$ cat config.mk
export PLATFORM = sky130hd
export DESIGN_NAME = mips_cpu_harvard
export DESIGN_NICKNAME = d
export VERILOG_FILES = /design/src/hw/mips_pkg.sv /design/src/hw/mips_decoder.sv /design/src/hw/mips_regfile.sv /design/src/hw/mips_alu.sv /design/src/hw/mips_fetch.sv /design/src/hw/mips_cpu_harvard.sv
export SDC_FILE = /design/constraint.sdc
export NUM_CORES = 2
export LEC_CHECK = 0
export BUFFER_PORTS_ARGS = -buffer_cell sky130_fd_sc_hd__buf_2
export CAP_MARGIN = 5
export CORE_MARGIN = 2
export CORE_UTILIZATION = 43
export CTS_CLUSTER_SIZE = 10
export DETAILED_ROUTE_END_ITERATION = 7
export HOLD_SLACK_MARGIN = 0.03
export PLACE_DENSITY = 0.67
export SYNTH_ARGS = -nofsm -noshare
export SYNTH_HDL_FRONTEND = slang
export SYNTH_SLANG_ARGS = --single-unit
$ cat constraint.sdc
create_clock -name clk -period 12.8 [get_ports clk]
set_clock_uncertainty 0.1 [all_clocks]
set_input_delay 2.56 -clock clk [delete_from_list [all_inputs] [get_ports clk]]
set_output_delay 2.56 -clock clk [all_outputs]
set_load 0.03 [all_outputs]
$ cat src/hw/mips_pkg.sv
`default_nettype none

package mips_pkg;

  typedef logic [31:0] word_t;
  typedef logic [4:0]  reg_idx_t;

  // One instruction word, viewed as R, I or J format
  typedef union packed {
    struct packed {
      logic [5:0] opcode;
      reg_idx_t   rs;
      reg_idx_t   rt;
      reg_idx_t   rd;
      logic [4:0] shamt;
      logic [5:0] funct;
    } r;
    struct packed {
      logic [5:0]  opcode;
      reg_idx_t    rs;
      reg_idx_t    rt;
      logic [15:0] imm16;
    } i;
    struct packed {
      logic [5:0]  opcode;
      logic [25:0] target26;
    } j;
  } instr_u;

  typedef enum logic [3:0] {
    ALU_ADD,
    ALU_SUB,
    ALU_AND,
    ALU_OR,
    ALU_XOR,
    ALU_SLT,
    ALU_SLTU,
    ALU_SLL,
    ALU_SRL,
    ALU_LUI
  } alu_op_t;

  typedef enum logic [1:0] {
    WB_ALU,
    WB_MEM,
    WB_LINK
  } wb_sel_t;

  typedef enum logic [2:0] {
    FLOW_SEQ,
    FLOW_BEQ,
    FLOW_BNE,
    FLOW_JUMP,
    FLOW_JR
  } flow_t;

  // Primary opcodes
  localparam logic [5:0] OP_SPECIAL = 6'h00;
  localparam logic [5:0] OP_J       = 6'h02;
  localparam logic [5:0] OP_JAL     = 6'h03;
  localparam logic [5:0] OP_BEQ     = 6'h04;
  localparam logic [5:0] OP_BNE     = 6'h05;
  localparam logic [5:0] OP_ADDIU   = 6'h09;
  localparam logic [5:0] OP_SLTI    = 6'h0a;
  localparam logic [5:0] OP_ANDI    = 6'h0c;
  localparam logic [5:0] OP_ORI     = 6'h0d;
  localparam logic [5:0] OP_XORI    = 6'h0e;
  localparam logic [5:0] OP_LUI     = 6'h0f;
  localparam logic [5:0] OP_LW      = 6'h23;
  localparam logic [5:0] OP_SW      = 6'h2b;

  // Function codes under OP_SPECIAL
  localparam logic [5:0] FN_SLL  = 6'h00;
  localparam logic [5:0] FN_SRL  = 6'h02;
  localparam logic [5:0] FN_JR   = 6'h08;
  localparam logic [5:0] FN_ADDU = 6'h21;
  localparam logic [5:0] FN_SUBU = 6'h23;
  localparam logic [5:0] FN_AND  = 6'h24;
  localparam logic [5:0] FN_OR   = 6'h25;
  localparam logic [5:0] FN_XOR  = 6'h26;
  localparam logic [5:0] FN_SLT  = 6'h2a;
  localparam logic [5:0] FN_SLTU = 6'h2b;

  localparam word_t    RESET_VECTOR = 32'hbfc0_0000;
  localparam reg_idx_t REG_V0       = 5'd2;
  localparam reg_idx_t REG_RA       = 5'd31;

endpackage

`default_nettype wire

$ cat src/hw/mips_decoder.sv
`default_nettype none

module mips_decoder
  import mips_pkg::*;
(
  input  instr_u  instr,
  input  logic    zero,
  output alu_op_t alu_op,
  output logic    use_imm,
  output logic    sign_ext,
  output logic    reg_dst_rd,
  output logic    link,
  output wb_sel_t wb_sel,
  output logic    reg_write,
  output logic    mem_read,
  output logic    mem_write,
  output flow_t   flow,
  output logic    take
);

  always_comb
  begin
    // Defaults describe a nop
    alu_op     = ALU_ADD;
    use_imm    = 1'b0;
    sign_ext   = 1'b1;
    reg_dst_rd = 1'b0;
    link       = 1'b0;
    wb_sel     = WB_ALU;
    reg_write  = 1'b0;
    mem_read   = 1'b0;
    mem_write  = 1'b0;
    flow       = FLOW_SEQ;

    case (instr.r.opcode)
      OP_SPECIAL:
      begin
        reg_dst_rd = 1'b1;
        reg_write  = 1'b1;
        case (instr.r.funct)
          FN_ADDU: alu_op = ALU_ADD;
          FN_SUBU: alu_op = ALU_SUB;
          FN_AND:  alu_op = ALU_AND;
          FN_OR:   alu_op = ALU_OR;
          FN_XOR:  alu_op = ALU_XOR;
          FN_SLT:  alu_op = ALU_SLT;
          FN_SLTU: alu_op = ALU_SLTU;
          FN_SLL:  alu_op = ALU_SLL;
          FN_SRL:  alu_op = ALU_SRL;
          FN_JR:
          begin
            reg_write = 1'b0;
            flow      = FLOW_JR;
          end
          default: reg_write = 1'b0;
        endcase
      end
      OP_ADDIU, OP_SLTI, OP_ANDI, OP_ORI, OP_XORI, OP_LUI:
      begin
        use_imm   = 1'b1;
        reg_write = 1'b1;
        case (instr.i.opcode)
          OP_SLTI: alu_op = ALU_SLT;
          OP_ANDI: alu_op = ALU_AND;
          OP_ORI:  alu_op = ALU_OR;
          OP_XORI: alu_op = ALU_XOR;
          OP_LUI:  alu_op = ALU_LUI;
          default: alu_op = ALU_ADD;
        endcase
        // Logical immediates are zero extended
        sign_ext = !(instr.i.opcode inside {OP_ANDI, OP_ORI, OP_XORI});
      end
      OP_LW:
      begin
        use_imm   = 1'b1;
        mem_read  = 1'b1;
        wb_sel    = WB_MEM;
        reg_write = 1'b1;
      end
      OP_SW:
      begin
        use_imm   = 1'b1;
        mem_write = 1'b1;
      end
      OP_BEQ: flow = FLOW_BEQ;
      OP_BNE: flow = FLOW_BNE;
      OP_J:   flow = FLOW_JUMP;
      OP_JAL:
      begin
        flow      = FLOW_JUMP;
        link      = 1'b1;
        wb_sel    = WB_LINK;
        reg_write = 1'b1;
      end
      default: ;
    endcase
  end

  // Redirect request toward the fetch unit
  assign take = (flow == FLOW_BEQ && zero) || (flow == FLOW_BNE && !zero) ||
                flow == FLOW_JUMP || flow == FLOW_JR;

endmodule

`default_nettype wire

$ cat src/hw/mips_regfile.sv
`default_nettype none

module mips_regfile
  import mips_pkg::*;
(
  input  logic     clk,
  input  logic     reset,
  input  logic     write_en,
  input  reg_idx_t write_idx,
  input  word_t    write_data,
  input  reg_idx_t read_idx_a,
  input  reg_idx_t read_idx_b,
  output word_t    read_a,
  output word_t    read_b,
  output word_t    register_v0
);

  word_t regs [32];

  always_ff @(posedge clk)
  begin
    if (reset)
    begin
      for (int k = 0; k < 32; k++)
      begin
        regs[k] <= '0;
      end
    end
    else if (write_en && write_idx != '0)
    begin
      regs[write_idx] <= write_data;
    end
  end

  // $zero never gets written, so it always reads back as zero
  assign read_a      = regs[read_idx_a];
  assign read_b      = regs[read_idx_b];
  assign register_v0 = regs[REG_V0];

endmodule

`default_nettype wire

$ cat src/hw/mips_alu.sv
`default_nettype none

module mips_alu
  import mips_pkg::*;
(
  input  alu_op_t    op,
  input  word_t      a,
  input  word_t      b,
  input  logic [4:0] shamt,
  output word_t      result,
  output logic       zero
);

  logic lt_signed;
  logic lt_unsigned;

  assign lt_signed   = $signed(a) < $signed(b);
  assign lt_unsigned = a < b;

  always_comb
  begin
    case (op)
      ALU_ADD:  result = a + b;
      ALU_SUB:  result = a - b;
      ALU_AND:  result = a & b;
      ALU_OR:   result = a | b;
      ALU_XOR:  result = a ^ b;
      ALU_SLT:  result = {31'b0, lt_signed};
      ALU_SLTU: result = {31'b0, lt_unsigned};
      // Shifts act on rt, which arrives on b
      ALU_SLL:  result = b << shamt;
      ALU_SRL:  result = b >> shamt;
      ALU_LUI:  result = {b[15:0], 16'h0000};
      default:  result = '0;
    endcase
  end

  // Branch compare of rs against rt
  assign zero = (a == b);

endmodule

`default_nettype wire

$ cat src/hw/mips_fetch.sv
`default_nettype none

module mips_fetch
  import mips_pkg::*;
(
  input  logic  clk,
  input  logic  reset,
  input  logic  clk_enable,
  input  logic  take,
  input  word_t target,
  output word_t pc
);

  logic  pending;
  word_t target_q;
  word_t pc_next;

  // Redirect lands one instruction after the branch, past the delay slot
  assign pc_next = pending ? target_q : pc + 32'd4;

  always_ff @(posedge clk)
  begin
    if (reset)
    begin
      pc      <= RESET_VECTOR;
      pending <= 1'b0;
    end
    else if (clk_enable)
    begin
      pc      <= pc_next;
      pending <= take;
    end
  end

  // Target payload
  always_ff @(posedge clk)
  begin
    if (clk_enable && take)
    begin
      target_q <= target;
    end
  end

endmodule

`default_nettype wire

$ cat src/hw/mips_cpu_harvard.sv
`default_nettype none

module mips_cpu_harvard
  import mips_pkg::*;
(
  input  logic        clk,
  input  logic        reset,
  output logic        active,
  output logic [31:0] register_v0,

  input  logic        clk_enable,

  output logic [31:0] instr_address,
  input  logic [31:0] instr_readdata,

  output logic [31:0] data_address,
  output logic        data_write,
  output logic        data_read,
  output logic [31:0] data_writedata,
  input  logic [31:0] data_readdata
);

  instr_u   instr;
  alu_op_t  alu_op;
  wb_sel_t  wb_sel;
  flow_t    flow;
  logic     use_imm;
  logic     sign_ext;
  logic     reg_dst_rd;
  logic     link;
  logic     reg_write;
  logic     mem_read;
  logic     mem_write;
  logic     take;
  logic     zero;
  word_t    pc;
  word_t    pc_plus4;
  word_t    imm_ext;
  word_t    target;
  word_t    read_a;
  word_t    read_b;
  word_t    alu_b;
  word_t    alu_result;
  word_t    write_data;
  reg_idx_t write_idx;

  assign instr         = instr_readdata;
  assign instr_address = pc;
  assign pc_plus4      = pc + 32'd4;

  mips_decoder decoder_inst (
    .instr(instr), .zero(zero), .alu_op(alu_op), .use_imm(use_imm),
    .sign_ext(sign_ext), .reg_dst_rd(reg_dst_rd), .link(link), .wb_sel(wb_sel),
    .reg_write(reg_write), .mem_read(mem_read), .mem_write(mem_write),
    .flow(flow), .take(take)
  );

  assign imm_ext = sign_ext ? {{16{instr.i.imm16[15]}}, instr.i.imm16}
                            : {16'h0000, instr.i.imm16};

  // Branch, jump and jr targets
  always_comb
  begin
    case (flow)
      FLOW_JUMP: target = {pc_plus4[31:28], instr.j.target26, 2'b00};
      FLOW_JR:   target = read_a;
      default:   target = pc_plus4 + {imm_ext[29:0], 2'b00};
    endcase
  end

  mips_fetch fetch_inst (
    .clk(clk), .reset(reset), .clk_enable(clk_enable),
    .take(take), .target(target), .pc(pc)
  );

  // jal writes ra, otherwise rd for R-type and rt for I-type
  assign write_idx = link ? REG_RA : (reg_dst_rd ? instr.r.rd : instr.i.rt);

  always_comb
  begin
    case (wb_sel)
      WB_MEM:  write_data = data_readdata;
      WB_LINK: write_data = pc + 32'd8;
      default: write_data = alu_result;
    endcase
  end

  mips_regfile regfile_inst (
    .clk(clk), .reset(reset),
    .write_en(reg_write && active && clk_enable),
    .write_idx(write_idx), .write_data(write_data),
    .read_idx_a(instr.r.rs), .read_idx_b(instr.r.rt),
    .read_a(read_a), .read_b(read_b), .register_v0(register_v0)
  );

  assign alu_b = use_imm ? imm_ext : read_b;

  mips_alu alu_inst (
    .op(alu_op), .a(read_a), .b(alu_b), .shamt(instr.r.shamt),
    .result(alu_result), .zero(zero)
  );

  assign data_address   = alu_result;
  assign data_writedata = read_b;
  assign data_read      = mem_read && active;
  assign data_write     = mem_write && active;

  // Halts after fetching from address 0
  always_ff @(posedge clk)
  begin
    if (reset)
    begin
      active <= 1'b1;
    end
    else if (clk_enable && pc == '0)
    begin
      active <= 1'b0;
    end
  end

endmodule

`default_nettype wire

======== Yosys cells after proc, flatten, opt, wreduce, memory -nomap -nowiden ========
Memory sizes are Yosys's and may differ from the RTL's.
Cells that the tools add are included.
storage, ports and cells
  register bits ........................... 66
  bits in writable memories ............... 1,024
  bits of input ports ..................... 67
  word-level logic and storage cells ...... 110
  memories ................................ 1
cells by class
  add/sub/neg operators ................... 5
  magnitude comparators ................... 2
  equal/unequal tests ..................... 37
  shift operators ......................... 2
  multiplexer cells ....................... 30
  bitwise operators ....................... 3
  reduce and logical (&&, ||, !) cells .... 26
memory list
  name               depth  width  rd ports  clocked after Yosys merged registers in  write ports  line                text
  regfile_inst.regs  32     32     3         0                                        32           mips_regfile.sv:18  word_t regs [32];
operator list
  kind                   number
  $pmux 32 s10           1
  $mux 32                4
  $pmux 32 s2            2
  $add 32x32->32         2
  $lt 32x32->1           2
  $eq 6x6->1 const B     9
  $eq 6x4->1 const B     7
  $add 32x3->32 const B  1
  $add 32x4->32 const B  1
  $and 32x32->32         1
  $eq 32x32->1           1
  $logic_not 32->1       1
  $or 32x32->32          1
  $pmux 4 s8             1
  $reduce_or 32->1       1
  $shl 32x5->32          1
  $shr 32x5->32          1
  $sub 32x32->32         1
  $xor 32x32->32         1
  $pmux 4 s5             1
  $eq 6x2->1 const B     3
  $eq 4x3->1 const B     4
  $reduce_or 8->1        2
  $mux 5                 3
  other kinds (25)       53

======== Longest topological paths before layout ========
  depth in word-level cells ............... 13
  gate-level depth with buffers ........... 25
  mapped depth without buffers ............ 20

======== By module ========
From an unflattened synthesis, not the netlist that was laid out.
second synthesis, totals
  cell total of the unflattened synthesis .. 6,868
  area total of the unflattened synthesis .. 72,429.5 sq um
by module, submodules not included
  module            instances  cells an instance  area each (sq um)  seq. area each (sq um)
  mips_regfile      1          4,605              56,132.6           30,749.5
  mips_alu          1          1,262              8,563.2            0.0
  mips_cpu_harvard  1          632                4,252.8            20.0
  mips_fetch        1          290                2,974.1            1,621.6
  mips_decoder      1          79                 506.7              0.0

======== Worst setup path after synthesis ========
OpenSTA, ideal clock, no wires.
  kind .................................... input-to-output
  from .................................... input port instr_readdata[16]
  to ...................................... output port data_address[23]
  arrival ................................. 8.186 ns
  data required time ...................... 10.140 ns
  slack ................................... 1.954 ns
  stages .................................. 19
  path buffers ............................ 3
  cells stage by stage .................... buf_6 buf_6 mux2i_1 a22oi_1 a21oi_1 nor4_1 mux2i_1 ha_1 clkbuf_1 or3_1 a21oi_1 o211ai_1 a21oi_1 a2bb2oi_1 a21oi_1 xnor2_1 nor2_1 a2111o_1 or3_1
between the ends
  word-level cells in the longest chain between the ends .. 4
ends and longest elaborated chain
  element                                       line                    text
  start: declaration                            mips_cpu_harvard.sv:14  input logic [31:0] instr_readdata,
  $mem_v2 32x32 (*)                             --
  via data_writedata[8]                         mips_cpu_harvard.sv:19  output logic [31:0] data_writedata,
  $mux 32 (*)                                   mips_cpu_harvard.sv:96  assign alu_b = use_imm ? imm_ext : read_b;
  $sub 32x32->32, or another cell as far along  mips_alu.sv:24          ALU_SUB: result = a - b;
  $pmux 32 s10 (*)                              mips_alu.sv:22          case (op)
  end: declaration                              mips_cpu_harvard.sv:16  output logic [31:0] data_address,
Mark *: on every way through the listed nets, which the timed path passes. The rest lies on a longest branch.

======== Worst setup path in the final report ========
  from .................................... input port instr_readdata[22]
  to ...................................... output port data_address[24]
between the ends
  word-level cells in the longest chain between the ends .. 3
ends and longest elaborated chain
  element                                       line
  $mem_v2 32x32 (*)                             --
  $sub 32x32->32, or another cell as far along  mips_alu.sv:24
  $pmux 32 s10 (*)                              mips_alu.sv:22
Every way passes the cells marked *; elsewhere a longest branch is shown, timed or not.

==> summary by stage <==
Status
The run finished, with violations left. The final reports fail on capacitance limit, slew limit.

Floorplan
The die boundary width is 409 um. The die covers 0.167 mm2. From bottom edge to top edge, the die measures 409 um. The effective utilization at floorplan is 43.3%. After floorplanning, the core was sized to cover 0.163 mm2. In this run the count of I/O pins placed on the die edge is 198. The site row count is 148.

Logic synthesis
Yosys attributes the largest share of cell area to sky130_fd_sc_hd__edfxtp_1 (45%), sky130_fd_sc_hd__mux4_2 (11%), sky130_fd_sc_hd__mux2i_1 (8.4%), sky130_fd_sc_hd__nor2_1 (5.9%), sky130_fd_sc_hd__a22oi_1 (3.3%). The number of enable flip-flop cells after synthesis is 1056. sky130_fd_sc_hd__edfxtp_1 takes more of the synthesized area than any other cell. In the synthesized netlist the async set-or-reset flop fraction comes to 0%. The post-synth design cell area is 0.0704 mm2.

The sequential fraction of the synthesis area is 46.0%. After technology mapping, the gate count stands at 6248. In this run the biggest area consumer among cell types represents 45.1% of the synthesized area. A synthesized cell averages 11.3 um2. The most used flip-flop cell after synthesis is sky130_fd_sc_hd__edfxtp_1. Synthesis inferred 1090 register bits. The Yosys warning count is 0. The distinct cell type count of the synthesized netlist is 122.

Power and ir drop
For this design the static power due to leakage is 29.3 nW. The internal power contribution is 6.91 mW. The worst vdd rail ir drop is 0.141 mV. The switching component of the power is 4.09 mW. In this run the power density over the cells is 141 mW/mm2. Per report_power, the sequential group accounts for 37.3% of the total. The combinational cell fraction of total power is 31.9%. Per report_power, the clock group accounts for 30.8% of the total. The switching power as a share of total power is 37.2%.

Placed design
Once placement completed, the tool counted placed cells totaling 8349. The weighted congestion at the end of routability-driven global placement is 1.08. Before CTS, the worst setup slack after placement is 0.756 ns. After legalization and detailed placement, the total HPWL measured 227000 um. The number of port buffers is 197. The cell area after placement is 0.0742 mm2.

Final layout
The area taken by flip-flops and latches is 0.0324 mm2. Of the cells placed in the final design, the portion with a size suffix greater than 1 is 20.2%. The multi-input combinational cells in the finished layout cover a total of 0.0351 mm2. The area added between synthesis and finish is 10.8%.

The finished layout holds 8534 standard cells, fillers aside. At the end of the flow, the number of nets in the layout was 6510. Once layout is complete, the utilization of the core stands at 47.9%. Fill cells in the final layout number 14.7k.

The final design area excluding fillers is 0.0779 mm2.

Global route
The first global-routing pass estimated 458000 um of wire. The maximum number of pins on one net before global-route repair is 91. The number of global-route vias before repair is 57.7k. For this run, the total global-route usage over all layers was measured as 39.1%. The initial antenna violation count is 10. The final global-route overflow total is 0.

Detailed routing
In this run the remaining antenna-violating nets after routing total 0. The total iterations of the first detailed-routing run is 7. The overall via count from detail_route is 60.4k. Using the TritonRoute via totals, the vias-per-cell ratio works out to 7.08. The total DRC errors in the routed layout is 0. The post-detailed-routing wire length is 336000 um. The number of violations reported at the end of detailed-routing iteration 0 is 10.3k. The average detailed-routed wire length per instance is 39.4 um.

STA
The maximum frequency from static timing analysis is 79.9 MHz. The number of endpoints failing setup at the final stage is 0. The headroom to the max-slew limit is -2.39%. At the pin with the least slew margin, the transition time is 1.49 ns. The final critical path takes up 97.7% of the cycle. The final critical path time including I/O delays and setup is 12.51 ns. Adding up every negative setup slack in the final design gives 0 ns. The setup slack of the critical path after layout is 0.290 ns. The hold violation total from the final report was 0. Setup repair after global routing left no endpoint under its margin. The max-slew violation total from the final report is 1.

Setup path
STA classifies the critical path endpoint as a primary output. STA classifies the critical path startpoint as an input port. The start-to-end type of the worst setup path is input port to primary output. The critical path arrival is 9.85 ns. The critical-path maximum fanout is 87. For the worst setup path, the data required time is 10.14 ns.

CTS
In this run the post-CTS setup repair buffer count came out at 0. At the later pin of the worst-skew pair, clock insertion delay measures 0.80 ns. The number of buffers created by CTS is 131. The clock sink total is 1090.

The clock-pin slew reported for the worst setup and hold paths after clock tree synthesis is 0.05 ns. No sink is reached through more buffers than the 3 on the longest clock path. The total of cells resized after clock tree synthesis is 0. The H-tree generated during clock tree synthesis spans 4 levels. Hold repair after CTS inserted 0 buffers. The cell sitting at the root of the clock tree is a sky130_fd_sc_hd__clkbuf_16. TritonCTS built the clock tree.

Run
The max-cap violation count is 1.

Min path
The classification of the worst-slack hold path is flip-flop to flip-flop.
## placed cells by master (no fill, tap or decap), types with 27 or more instances in the layout
cell	Yosys	routed
sky130_fd_sc_hd__nor4_1	46	36
sky130_fd_sc_hd__o22ai_1	29	29
sky130_fd_sc_hd__a221oi_1	48	46
sky130_fd_sc_hd__mux2i_1	588	584
sky130_fd_sc_hd__ha_1	133	132
sky130_fd_sc_hd__a21oi_1	287	286
sky130_fd_sc_hd__nor2_2	62	68
sky130_fd_sc_hd__inv_1	130	130
sky130_fd_sc_hd__a22oi_1	307	307
sky130_fd_sc_hd__o21ai_0	115	115
sky130_fd_sc_hd__clkbuf_16	0	134
sky130_fd_sc_hd__edfxtp_1	1056	1056
sky130_fd_sc_hd__a221o_1	35	35
sky130_fd_sc_hd__buf_2	128	192
sky130_fd_sc_hd__nand3_1	77	77
sky130_fd_sc_hd__o211ai_1	47	47
sky130_fd_sc_hd__conb_1	1	32
sky130_fd_sc_hd__nand2_1	297	265
sky130_fd_sc_hd__nand2_2	2	34
sky130_fd_sc_hd__buf_4	42	285
sky130_fd_sc_hd__xor2_1	36	36
sky130_fd_sc_hd__a21o_1	42	41
sky130_fd_sc_hd__nand4_1	38	38
sky130_fd_sc_hd__o221ai_1	41	41
sky130_fd_sc_hd__and2_1	28	27
sky130_fd_sc_hd__xnor2_1	57	57
sky130_fd_sc_hd__nor2_1	1105	1098
sky130_fd_sc_hd__mux4_2	346	346
sky130_fd_sc_hd__dfxtp_1	34	34
sky130_fd_sc_hd__nor3_1	128	125
## registers in the layout (all words and copies together), names as in the netlist
register             flops
active                   1
fetch_inst.target_q     32
fetch_inst.pc           32
fetch_inst.pending       1
regfile_inst.regs     1024
## cells by family (layout without fill, tap and decap cells)
kind of cell / count (synthesis) / in the layout / synth area share (%)
and+or+nand+nor: 1988 / 1988 / 12.7
AOI/OAI and AO/OA: 1251 / 1251 / 12.8
DFF: 1090 / 1090 / 46.0
muxes: 953 / 953 / 19.8
buffers and inverters: 736 / 808 / 5.09
adders and majority gates: 136 / 136 / 2.45
xor gates and xnor gates: 93 / 93 / 1.16
other: 1 / 40 / 0.00533
## layout make-up
cell class	count	area share [%]
diodes	8	0.0257
clock buffers	160	4.45
clock inverters	17	0.263
inverters	134	0.645
multi-input cells	4453	45.1
flip-flops and latches	1090	41.6
well taps	2175	3.49
repair buffers	497	4.46
## routing by layer
metal	wire [um]	up-vias	global-route usage [%]
met5	127	-	0.316
met3	44900	1300	12.3
met2	142000	5304	56.9
met1	121000	30000	49.7
li1	-	23900	-
met4	28200	12	26.7
## path summary, 6_finish.rpt
check	startpoint	end	slack [ns]	cells after the start
worst max-delay path	instr_readdata[22]	data_address[24]	0.29	19
worst min-delay path	fetch_inst.target_q[21]$_DFFE_PP_	fetch_inst.pc[21]$_SDFFE_PP0P_	0.39	2
worst max register to register	regfile_inst.regs[23][2]$_SDFFCE_PN0P_	regfile_inst.regs[1][24]$_SDFFCE_PN0P_	5.48	17
worst min register to register	fetch_inst.target_q[21]$_DFFE_PP_	fetch_inst.pc[21]$_SDFFE_PP0P_	0.39	2
## power by group through the flow
stage                     sequential (mW)  combinational (mW)  clock [mW]
final                                4.11                3.51        3.39
after global placement               4.16                3.36           0
after CTS                            4.10                3.36        3.39
after global routing                 4.11                3.57        3.52
after detailed placement             4.17                3.35           0
after floorplan                      4.15                2.01           0
## worst max-delay path: stages
cell	delay [ns]
sky130_fd_sc_hd__buf_8	0.53
sky130_fd_sc_hd__buf_12	0.37
sky130_fd_sc_hd__mux4_2	0.35
sky130_fd_sc_hd__mux4_2	0.48
sky130_fd_sc_hd__mux2i_1	1.15
sky130_fd_sc_hd__inv_1	0.19
sky130_fd_sc_hd__ha_1	0.51
sky130_fd_sc_hd__nor2b_1	0.21
sky130_fd_sc_hd__o2111ai_1	0.37
sky130_fd_sc_hd__nand4_1	0.20
sky130_fd_sc_hd__a41oi_1	0.42
sky130_fd_sc_hd__o41ai_1	0.16
sky130_fd_sc_hd__buf_4	0.18
sky130_fd_sc_hd__a31oi_1	0.38
sky130_fd_sc_hd__mux2i_1	0.14
sky130_fd_sc_hd__o21ai_0	0.59
sky130_fd_sc_hd__a21oi_1	0.21
sky130_fd_sc_hd__nand2_1	0.30
sky130_fd_sc_hd__buf_2	0.25
## cell usage after synthesis, drive strengths merged, types with 14 or more instances
| library cell | instances |
|---|---|
| a21o | 42 |
| or4 | 14 |
| nand3 | 77 |
| o21ai | 138 |
| ha | 133 |
| a2bb2oi | 15 |
| o211ai | 51 |
| o221ai | 43 |
| xor2 | 36 |
| a221oi | 50 |
| nor4 | 61 |
| o31ai | 15 |
| inv | 131 |
| or2 | 22 |
| buf | 272 |
| clkbuf | 330 |
| xnor2 | 57 |
| mux2 | 17 |
| nand4 | 38 |
| edfxtp | 1056 |
| mux2i | 590 |
| nor2b | 21 |
| a221o | 35 |
| a31oi | 19 |
| and2 | 29 |
| nand2 | 299 |
| a21oi | 292 |
| o41ai | 15 |
| nand2b | 59 |
| o21bai | 22 |
| a22oi | 310 |
| nor2 | 1167 |
| dfxtp | 34 |
| nor3 | 128 |
| a211oi | 26 |
| o22ai | 29 |
| and3 | 22 |
| mux4 | 346 |
## through the flow
step                      hold slack (ns)  power [mW]
final                               0.387        11.0
after global routing                0.420        11.2
after CTS                           0.390        10.9
after detailed placement            0.378        7.52
after global placement              0.366        7.52
after floorplan                     0.361        6.16
Power figures use the tool's default switching activity.
